## src/design/cache_consts.svh

```systemverilog
//--------------------------------------------------------------------
// Geometry and address field positions of the L1 data cache
//--------------------------------------------------------------------

`ifndef CACHE_CONSTS_SVH
`define CACHE_CONSTS_SVH

// Widths
`define CACHE_ADDR_W          32
`define CACHE_WORD_W          32
`define CACHE_LINE_W          128

// Organization, two ways per set
`define CACHE_NUM_SETS        8
`define CACHE_WORDS_PER_LINE  4

// Byte address fields
`define CACHE_OFFSET_LSB      2
`define CACHE_INDEX_LSB       4
`define CACHE_TAG_LSB         7

`endif

```

## src/design/cache_pkg.sv

```systemverilog
//--------------------------------------------------------------------
// Cache types: address fields, data words, lines and FSM states
//--------------------------------------------------------------------

`include "cache_consts.svh"

package cache_pkg;

  typedef logic [`CACHE_ADDR_W-1:0]                      addr_t;
  typedef logic [`CACHE_WORD_W-1:0]                      word_t;
  typedef logic [`CACHE_LINE_W-1:0]                      line_t;

  // Fields of a byte address
  typedef logic [`CACHE_ADDR_W-1:`CACHE_TAG_LSB]         tag_t;
  typedef logic [`CACHE_TAG_LSB-`CACHE_INDEX_LSB-1:0]    set_idx_t;
  typedef logic [`CACHE_INDEX_LSB-`CACHE_OFFSET_LSB-1:0] word_off_t;

  // One bit per word of a line
  typedef logic [`CACHE_WORDS_PER_LINE-1:0]              word_en_t;

  typedef enum logic [3:0] {
    IDLE, TAG_CHECK, READ_ACCESS, WRITE_ACCESS,
    REFILL_REQUEST, REFILL_WAIT, REFILL_UPDATE,
    EVICT_PREPARE, EVICT_REQUEST, EVICT_WAIT, WAIT
  } ctrl_state_t;

endpackage

```

## src/design/cache_ctrl.sv

```systemverilog
//--------------------------------------------------------------------
// Cache control FSM and per-state strobes for the datapath
//--------------------------------------------------------------------

`timescale 1ns/100ps

module cache_ctrl import cache_pkg::*; (
  input  logic clk,
  input  logic reset,
  input  logic cachereq_val,
  input  logic cachereq_write,
  output logic cachereq_rdy,
  output logic cacheresp_val,
  input  logic cacheresp_rdy,
  output logic memreq_val,
  input  logic memreq_rdy,
  output logic memreq_write,
  input  logic memresp_val,
  output logic memresp_rdy,
  input  logic hit,
  input  logic victim_dirty,
  output logic cachereq_en,
  output logic tag_ren,
  output logic tag_wen,
  output logic way_record_en,
  output logic valid_wen,
  output logic dirty_wen,
  output logic dirty_bit_in,
  output logic lru_wen,
  output logic data_ren,
  output logic data_wen,
  output logic is_refill,
  output logic memresp_en,
  output logic evict_reg_en,
  output logic read_word_en,
  output logic mem_evict
);

  ctrl_state_t state;
  ctrl_state_t state_next;
  logic        req_write;

  always_ff @(posedge clk) begin
    if (reset) begin
      state     <= IDLE;
      req_write <= 1'b0;
    end else begin
      state <= state_next;
      if (cachereq_en) begin
        req_write <= cachereq_write;
      end
    end
  end

  //--------------------------------------------------------------------
  // Next state
  //--------------------------------------------------------------------

  always_comb begin
    state_next = state;
    case (state)
      IDLE:           if (cachereq_val) state_next = TAG_CHECK;
      TAG_CHECK: begin
        if (hit) begin
          state_next = req_write ? WRITE_ACCESS : READ_ACCESS;
        end else begin
          // Dirty victim goes out before the refill
          state_next = victim_dirty ? EVICT_PREPARE : REFILL_REQUEST;
        end
      end
      READ_ACCESS:    state_next = WAIT;
      WRITE_ACCESS:   state_next = WAIT;
      REFILL_REQUEST: if (memreq_rdy) state_next = REFILL_WAIT;
      REFILL_WAIT:    if (memresp_val) state_next = REFILL_UPDATE;
      REFILL_UPDATE:  state_next = req_write ? WRITE_ACCESS : READ_ACCESS;
      EVICT_PREPARE:  state_next = EVICT_REQUEST;
      EVICT_REQUEST:  if (memreq_rdy) state_next = EVICT_WAIT;
      EVICT_WAIT:     if (memresp_val) state_next = REFILL_REQUEST;
      WAIT:           if (cacheresp_rdy) state_next = IDLE;
      default:        state_next = IDLE;
    endcase
  end

  //--------------------------------------------------------------------
  // Strobes
  //--------------------------------------------------------------------

  always_comb begin
    cachereq_rdy  = (state == IDLE);
    cachereq_en   = (state == IDLE) && cachereq_val;
    cacheresp_val = (state == WAIT);
    memreq_val    = (state == REFILL_REQUEST) || (state == EVICT_REQUEST);
    memreq_write  = (state == EVICT_REQUEST);
    mem_evict     = (state == EVICT_REQUEST);
    memresp_rdy   = (state == REFILL_WAIT) || (state == EVICT_WAIT);
    memresp_en    = (state == REFILL_WAIT);
    tag_ren       = (state == TAG_CHECK);
    way_record_en = (state == TAG_CHECK);
    tag_wen       = 1'b0;
    valid_wen     = 1'b0;
    dirty_wen     = 1'b0;
    dirty_bit_in  = 1'b0;
    lru_wen       = 1'b0;
    data_ren      = 1'b0;
    data_wen      = 1'b0;
    is_refill     = 1'b0;
    evict_reg_en  = 1'b0;
    read_word_en  = 1'b0;
    case (state)
      READ_ACCESS: begin
        data_ren     = 1'b1;
        read_word_en = 1'b1;
        lru_wen      = 1'b1;
      end
      WRITE_ACCESS: begin
        // Response word is loaded with zero here
        data_wen     = 1'b1;
        dirty_wen    = 1'b1;
        dirty_bit_in = 1'b1;
        lru_wen      = 1'b1;
        read_word_en = 1'b1;
      end
      REFILL_UPDATE: begin
        tag_wen   = 1'b1;
        valid_wen = 1'b1;
        dirty_wen = 1'b1;
        data_wen  = 1'b1;
        is_refill = 1'b1;
      end
      EVICT_PREPARE: begin
        data_ren     = 1'b1;
        evict_reg_en = 1'b1;
      end
      default: ;
    endcase
  end

  // Memory request held under back-pressure
  assert property (@(posedge clk) disable iff (reset)
    memreq_val && !memreq_rdy |=> memreq_val);

endmodule

```

## src/design/cache_lookup.sv

```systemverilog
//--------------------------------------------------------------------
// Request address register, tag and state bits, hit and victim logic
//--------------------------------------------------------------------

`timescale 1ns/100ps

`include "cache_consts.svh"

module cache_lookup import cache_pkg::*; (
  input  logic      clk,
  input  logic      reset,
  input  logic      cachereq_en,
  input  addr_t     cachereq_addr,
  input  logic      tag_ren,
  input  logic      tag_wen,
  input  logic      way_record_en,
  input  logic      valid_wen,
  input  logic      dirty_wen,
  input  logic      dirty_bit_in,
  input  logic      lru_wen,
  input  logic      mem_evict,
  output logic      hit,
  output logic      victim_dirty,
  output logic      way_sel,
  output set_idx_t  req_idx,
  output word_off_t req_offset,
  output addr_t     memreq_addr
);

  addr_t req_addr;
  tag_t  req_tag;
  tag_t  victim_tag;
  tag_t  tag_array [2][`CACHE_NUM_SETS];
  logic [`CACHE_NUM_SETS-1:0] valid_bits [2];
  logic [`CACHE_NUM_SETS-1:0] dirty_bits [2];
  // Per set, the index of the least recently used way
  logic [`CACHE_NUM_SETS-1:0] lru_bits;
  logic [1:0] hit_way;
  logic       lru_way;

  always_ff @(posedge clk) begin
    if (cachereq_en) begin
      req_addr <= cachereq_addr;
    end
  end

  assign req_tag    = req_addr[`CACHE_ADDR_W-1:`CACHE_TAG_LSB];
  assign req_idx    = req_addr[`CACHE_TAG_LSB-1:`CACHE_INDEX_LSB];
  assign req_offset = req_addr[`CACHE_INDEX_LSB-1:`CACHE_OFFSET_LSB];

  //--------------------------------------------------------------------
  // Hit and victim detection
  //--------------------------------------------------------------------

  always_comb begin
    for (int w = 0; w < 2; w++) begin
      hit_way[w] = tag_ren && valid_bits[w][req_idx] && (tag_array[w][req_idx] == req_tag);
    end
  end

  assign hit          = |hit_way;
  assign lru_way      = lru_bits[req_idx];
  assign victim_dirty = valid_bits[lru_way][req_idx] && dirty_bits[lru_way][req_idx];

  // Hit way, or the LRU way on a miss, kept for the whole access
  always_ff @(posedge clk) begin
    if (reset) begin
      way_sel <= 1'b0;
    end else if (way_record_en) begin
      way_sel <= hit_way[1] ? 1'b1 : (hit_way[0] ? 1'b0 : lru_way);
    end
  end

  //--------------------------------------------------------------------
  // Array updates
  //--------------------------------------------------------------------

  always_ff @(posedge clk) begin
    if (tag_wen) begin
      tag_array[way_sel][req_idx] <= req_tag;
    end
  end

  always_ff @(posedge clk) begin
    if (reset) begin
      for (int w = 0; w < 2; w++) begin
        valid_bits[w] <= '0;
        dirty_bits[w] <= '0;
      end
      lru_bits <= '0;
    end else begin
      if (valid_wen) valid_bits[way_sel][req_idx] <= 1'b1;
      if (dirty_wen) dirty_bits[way_sel][req_idx] <= dirty_bit_in;
      if (lru_wen)   lru_bits[req_idx] <= ~way_sel;
    end
  end

  // Line aligned memory address
  assign victim_tag  = tag_array[way_sel][req_idx];
  assign memreq_addr = {mem_evict ? victim_tag : req_tag, req_idx, {`CACHE_INDEX_LSB{1'b0}}};

  assert property (@(posedge clk) disable iff (reset) !(hit_way[0] && hit_way[1]));

endmodule

```

## src/design/cache_data_array.sv

```systemverilog
//--------------------------------------------------------------------
// Line storage for both ways, word enables, response and evict regs
//--------------------------------------------------------------------

`timescale 1ns/100ps

`include "cache_consts.svh"

module cache_data_array import cache_pkg::*; (
  input  logic      clk,
  input  logic      cachereq_en,
  input  word_t     cachereq_data,
  input  logic      way_sel,
  input  set_idx_t  req_idx,
  input  word_off_t req_offset,
  input  logic      data_ren,
  input  logic      data_wen,
  input  logic      is_refill,
  input  logic      memresp_en,
  input  line_t     memresp_data,
  input  logic      evict_reg_en,
  input  logic      read_word_en,
  output word_t     cacheresp_data,
  output line_t     memreq_data
);

  line_t    data_array [2][`CACHE_NUM_SETS];
  line_t    cur_line;
  line_t    refill_line;
  line_t    evict_line;
  word_t    write_word;
  word_t    cur_word;
  word_t    read_word;
  word_en_t word_en;

  always_ff @(posedge clk) begin
    if (cachereq_en) write_word  <= cachereq_data;
    if (memresp_en)  refill_line <= memresp_data;
  end

  // All words on refill, else the addressed word only
  assign word_en  = is_refill ? '1 : word_en_t'(1) << req_offset;
  assign cur_line = data_array[way_sel][req_idx];
  assign cur_word = cur_line[req_offset*`CACHE_WORD_W +: `CACHE_WORD_W];

  always_ff @(posedge clk) begin
    if (data_wen) begin
      for (int w = 0; w < `CACHE_WORDS_PER_LINE; w++) begin
        if (word_en[w]) begin
          data_array[way_sel][req_idx][w*`CACHE_WORD_W +: `CACHE_WORD_W] <=
            is_refill ? refill_line[w*`CACHE_WORD_W +: `CACHE_WORD_W] : write_word;
        end
      end
    end
  end

  //--------------------------------------------------------------------
  // Output registers
  //--------------------------------------------------------------------

  always_ff @(posedge clk) begin
    // Zero when no read is in progress, as for a write response
    if (read_word_en) read_word <= data_ren ? cur_word : '0;
    if (evict_reg_en) evict_line <= cur_line;
  end

  assign cacheresp_data = read_word;
  assign memreq_data    = evict_line;

  assert property (@(posedge clk) !(data_ren && data_wen));

endmodule

```

## src/design/blocking_cache.sv

```systemverilog
//--------------------------------------------------------------------
// Blocking two-way L1 data cache top level
//--------------------------------------------------------------------

`timescale 1ns/100ps

module blocking_cache import cache_pkg::*; (
  input  logic  clk,
  input  logic  reset,
  input  logic  cachereq_val,
  output logic  cachereq_rdy,
  input  logic  cachereq_write,
  input  addr_t cachereq_addr,
  input  word_t cachereq_data,
  output logic  cacheresp_val,
  input  logic  cacheresp_rdy,
  output word_t cacheresp_data,
  output logic  memreq_val,
  input  logic  memreq_rdy,
  output logic  memreq_write,
  output addr_t memreq_addr,
  output line_t memreq_data,
  input  logic  memresp_val,
  output logic  memresp_rdy,
  input  line_t memresp_data
);

  // Control to datapath
  logic cachereq_en, tag_ren, tag_wen, way_record_en, valid_wen;
  logic dirty_wen, dirty_bit_in, lru_wen, data_ren, data_wen;
  logic is_refill, memresp_en, evict_reg_en, read_word_en, mem_evict;
  // Datapath status and shared fields
  logic      hit, victim_dirty, way_sel;
  set_idx_t  req_idx;
  word_off_t req_offset;

  cache_ctrl ctrl (
    .clk, .reset, .cachereq_val, .cachereq_write, .cachereq_rdy,
    .cacheresp_val, .cacheresp_rdy, .memreq_val, .memreq_rdy, .memreq_write,
    .memresp_val, .memresp_rdy, .hit, .victim_dirty, .cachereq_en, .tag_ren,
    .tag_wen, .way_record_en, .valid_wen, .dirty_wen, .dirty_bit_in, .lru_wen,
    .data_ren, .data_wen, .is_refill, .memresp_en, .evict_reg_en, .read_word_en,
    .mem_evict
  );

  cache_lookup lookup (
    .clk, .reset, .cachereq_en, .cachereq_addr, .tag_ren, .tag_wen,
    .way_record_en, .valid_wen, .dirty_wen, .dirty_bit_in, .lru_wen, .mem_evict,
    .hit, .victim_dirty, .way_sel, .req_idx, .req_offset, .memreq_addr
  );

  cache_data_array data (
    .clk, .cachereq_en, .cachereq_data, .way_sel, .req_idx, .req_offset,
    .data_ren, .data_wen, .is_refill, .memresp_en, .memresp_data, .evict_reg_en,
    .read_word_en, .cacheresp_data, .memreq_data
  );

endmodule

```

## config.mk

```make
export PLATFORM = sky130hd
export DESIGN_NAME = blocking_cache
export DESIGN_NICKNAME = d
export VERILOG_FILES = /design/src/design/cache_pkg.sv /design/src/design/cache_ctrl.sv /design/src/design/cache_lookup.sv /design/src/design/cache_data_array.sv /design/src/design/blocking_cache.sv
export VERILOG_INCLUDE_DIRS = /design/src /design/src/design
export SDC_FILE = /design/constraint.sdc
export NUM_CORES = 2
export LEC_CHECK = 0
export BUFFER_PORTS_ARGS = -buffer_cell sky130_fd_sc_hd__buf_2
export CELL_PAD_IN_SITES_DETAIL_PLACEMENT = 1
export CELL_PAD_IN_SITES_GLOBAL_PLACEMENT = 2
export CORE_MARGIN = 8
export CORE_UTILIZATION = 47
export DETAILED_ROUTE_END_ITERATION = 7
export GPL_TIMING_DRIVEN = 1
export PLACE_DENSITY_LB_ADDON = 0.3
export SLEW_MARGIN = 20
export SYNTH_ARGS = -nofsm -noshare
export SYNTH_HDL_FRONTEND = slang
export SYNTH_HIERARCHICAL = 1
export SYNTH_SLANG_ARGS = --single-unit
```

## constraint.sdc

```tcl
create_clock -name clk -period 8.3 [get_ports clk]
set_input_delay 0.415 -clock clk [delete_from_list [all_inputs] [get_ports clk]]
set_output_delay 0.415 -clock clk [all_outputs]
set_load 0.01 [all_outputs]
```

==> run metrics <==
outcome=finished, final reports clean; count of pins over their slew limit=0; flops & latches, synth=2845; cell count after synthesis=6156; Die Area=roughly 0.25 mm²; M1 wire length=approximately 140000 µm; clk slew on worst S/H paths=approximately 60 ps; CTS tree=yes; H-tree depth=5; Synth cell types=78; worst skew pair latency=940 ps; WL met3=around 31000 µm; Area contributors post-synth=edfxtp_1 (76%), mux2i_1 (9.1%), mux4_2 (2.8%); root buffer cell=clkbuf_16; crit path max-delay cell type=buf_4; Max stage delay on crit path=between 600 and 700 ps; vias in the first global route=65050; Chip Width=500.9 µm; RR Startpoint=lookup/req_addr[4]; DR vias/cell=6.156; Crit path max-delay family=buffers and inverters; Initial Util=47.11%; YS warnings=6; Via Count=63150; Avg WL per Cell=between 30 and 40 µm; GR Overflow Total=0; CP Buf/Inv Count=3; Final GP Congestion=0.8253; Synth area leader=edfxtp_1; crit path max fanout=39; Slew HR=16.99%; Max IR drop VDD=0.0002533 V; core area=about 0.23 mm²; Total Wirelength=359700 µm; post-synthesis async set-or-reset flop share=0%; CTS buffer count=313; Worst Path Arrival=4490 ps; share of layout cells above drive strength 1=17.90%; number of synthesized flops with an enable pin=2814; Setup crit start kind=flip-flop; fin crit share=59.11%; WS Path Type=flip-flop to output port; CP Capture Type=output port; FP Rows=between 150 and 200; post-DP HPWL=212800 µm; Mapped Avg Cell Area=around 18 µm²; min-delay worst type=input pin to flip-flop; Final TNS setup=0 ps; GRT Total Usage=27.84%; Clock Skews=around 80 ps; initial antenna violation count=43; maximum clock rate=203.8 MHz; Worst Setup SP=lookup/req_addr[6]; Residual DRC=0; Final Hold Viols=0; synthesized cell area=between 0.1 and 0.15 mm²; Hold WS=between 100 and 150 ps; RSZ-0062 raised after global routing=no; first-pass GRT wire length=496400 µm; cts repair resizes=0; Die Span Y=500.9 µm; worst min-delay path startpoint=memreq_rdy; Worst Path Required=7890 ps; PD cells=307.9 mW/mm²; number of detailed-routing iterations run before antenna repair=5; remaining antenna violation count=0; CTS Sinks=2845; Top Metal Used=met5; FILL cells=21180; final-stage net count=7074; largest net degree at the start of global routing=107; min cycle time layout=4906 ps; 1st-iter DRT viols=6918; Area Growth Syn to Fin=15.97%; port bufs=between 300 and 400; Max Buffers Root-to-Sink=4; leakage power figure=0.04221 µW; CP cell instances=buf_4, inv_2, nor3_2, a211oi_1, nor2_1, a21oi_1, a31oi_1, buf_2; Top Ports=396; # setup viols final=0; top cell type's share of synthesized area=~76%; met2 wire len=169200 µm; ys flop type=edfxtp_1; register area share after synthesis=77.04%; MaxCap Viol Count=0; worst-margin pin slew=1245 ps
[cell families after synthesis]
kind of cell / after synthesis / synth area share, %
DFF: 2845 / 77.04
muxes: 1176 / 12.26
and+or+nand+nor: 921 / 3.666
AOI/OAI and AO/OA: 773 / 4.683
buffers and inverters: 393 / 1.968
xor gates and xnor gates: 47 / 0.3794
other: 1 / 0.003394
[what timing repair did]
item                                   in CTS  in global routing
hold buffers                              193                  0
buffers inserted                            0                  0
endpoints found under the hold margin     195                  0
[through the flow]
stage	setup slack, ps	util (%)	cells	power, µW	area [µm²]
floorplan	1615	-	6159	22510	110500
global placement	3483	49.69	9517	25950	116500
detailed placement	3380	49.69	9517	26190	116500
CTS	3094	54.61	10240	39560	128100
global route	3267	54.63	10250	40430	128100
finish	3394	54.64	10260	39460	128100
[cell usage in the layout (no fill, tap or decap), types with 10 or more instances in the layout]
master,count
mux2i_1,1005
or4_1,31
o21bai_1,17
nand3_1,38
xor2_1,22
buf_12,14
mux4_2,138
diode_2,21
xnor2_1,24
dlygate4sd3_1,193
clkinv_2,34
nand2_1,410
o32ai_1,23
inv_1,29
and2_1,10
edfxtp_1,2814
nand2b_1,33
dfxtp_1,29
buf_2,389
o22a_1,10
nor2b_1,12
a211oi_1,29
nor2_2,16
a31oi_1,14
a221oi_1,13
o21ai_0,36
bufinv_16,27
clkbuf_16,318
o221ai_1,36
clkbuf_1,71
nor2_1,181
nor3_1,52
a221o_1,14
mux2_2,31
buf_4,164
a22oi_1,18
a21oi_1,69
nor2_4,70
clkinv_1,56
o22ai_1,429
[cell type report]
| class | count | area (µm²) | share of cell area (%) |
|---|---|---|---|
| repair buffers | 761 | 5401 | 4.215 |
| multi-input cells | 2921 | 23880 | 18.63 |
| flip-flops and latches | 2845 | 85130 | 66.44 |
| clock inverters | 138 | 1373 | 1.071 |
| inverters | 33 | 123.9 | 0.09667 |
| clock buffers | 390 | 8238 | 6.429 |
| diodes | 21 | 52.55 | 0.04101 |
| well taps | 3150 | 3941 | 3.076 |
[final timing paths]
check | end | slack (ps) | cells past startpoint
worst max register to register | data/cacheresp_data[12] | 3390 | 9
worst min register to register | lookup/valid_bits[1][6] | 490 | 2
worst min-delay path | ctrl/state[0] | 110 | 5
worst max-delay path | memreq_addr[26] | 3390 | 8
[layer usage]
metal / global-route usage [%] / vias to the layer above
met3: 6.067 / 667
met2: 44.41 / 2983
met5: 0 / -
met1: 36.81 / 33520
li1: - / 25980
met4: 12.84 / 10
[worst min-delay path: cells and delay by family]
kind            cells  cell delay (ps)
buf+inv             1               90
compound gates      2              380
simple gates        2              100
[synthesized netlist by cell type, drive strengths merged (14+ instances only)]
cell type	n
a211oi	29
a21oi	70
a221o	14
a221oi	14
a22oi	18
a31oi	14
buf	274
clkbuf	86
dfxtp	31
edfxtp	2814
inv	33
mux2	32
mux2i	1006
mux4	138
nand2	410
nand2b	42
nand3	40
nor2	267
nor2b	14
nor3	53
o21ai	43
o21bai	17
o221ai	37
o22ai	429
o32ai	24
or4	31
xnor2	25
xor2	22
[state kept, by name (all words and copies together), names as in the netlist, named ones only]
signal,flops
ctrl/req_write,1
ctrl/state,4
data/cacheresp_data,32
data/data_array,2048
data/memreq_data,128
data/refill_line,128
data/write_word,32
lookup/dirty_bits,16
lookup/lru_bits,8
lookup/req_addr,30
lookup/tag_array,400
lookup/valid_bits,16
lookup/way_sel,1
[report_power, final]
group / internal [µW] / switching [µW]
Combinational: 2500 / 6150
Clock: 7840 / 5510
Sequential: 17100 / 341
Total: 27500 / 12000
No activity file was read; power rests on OpenSTA's default activity.
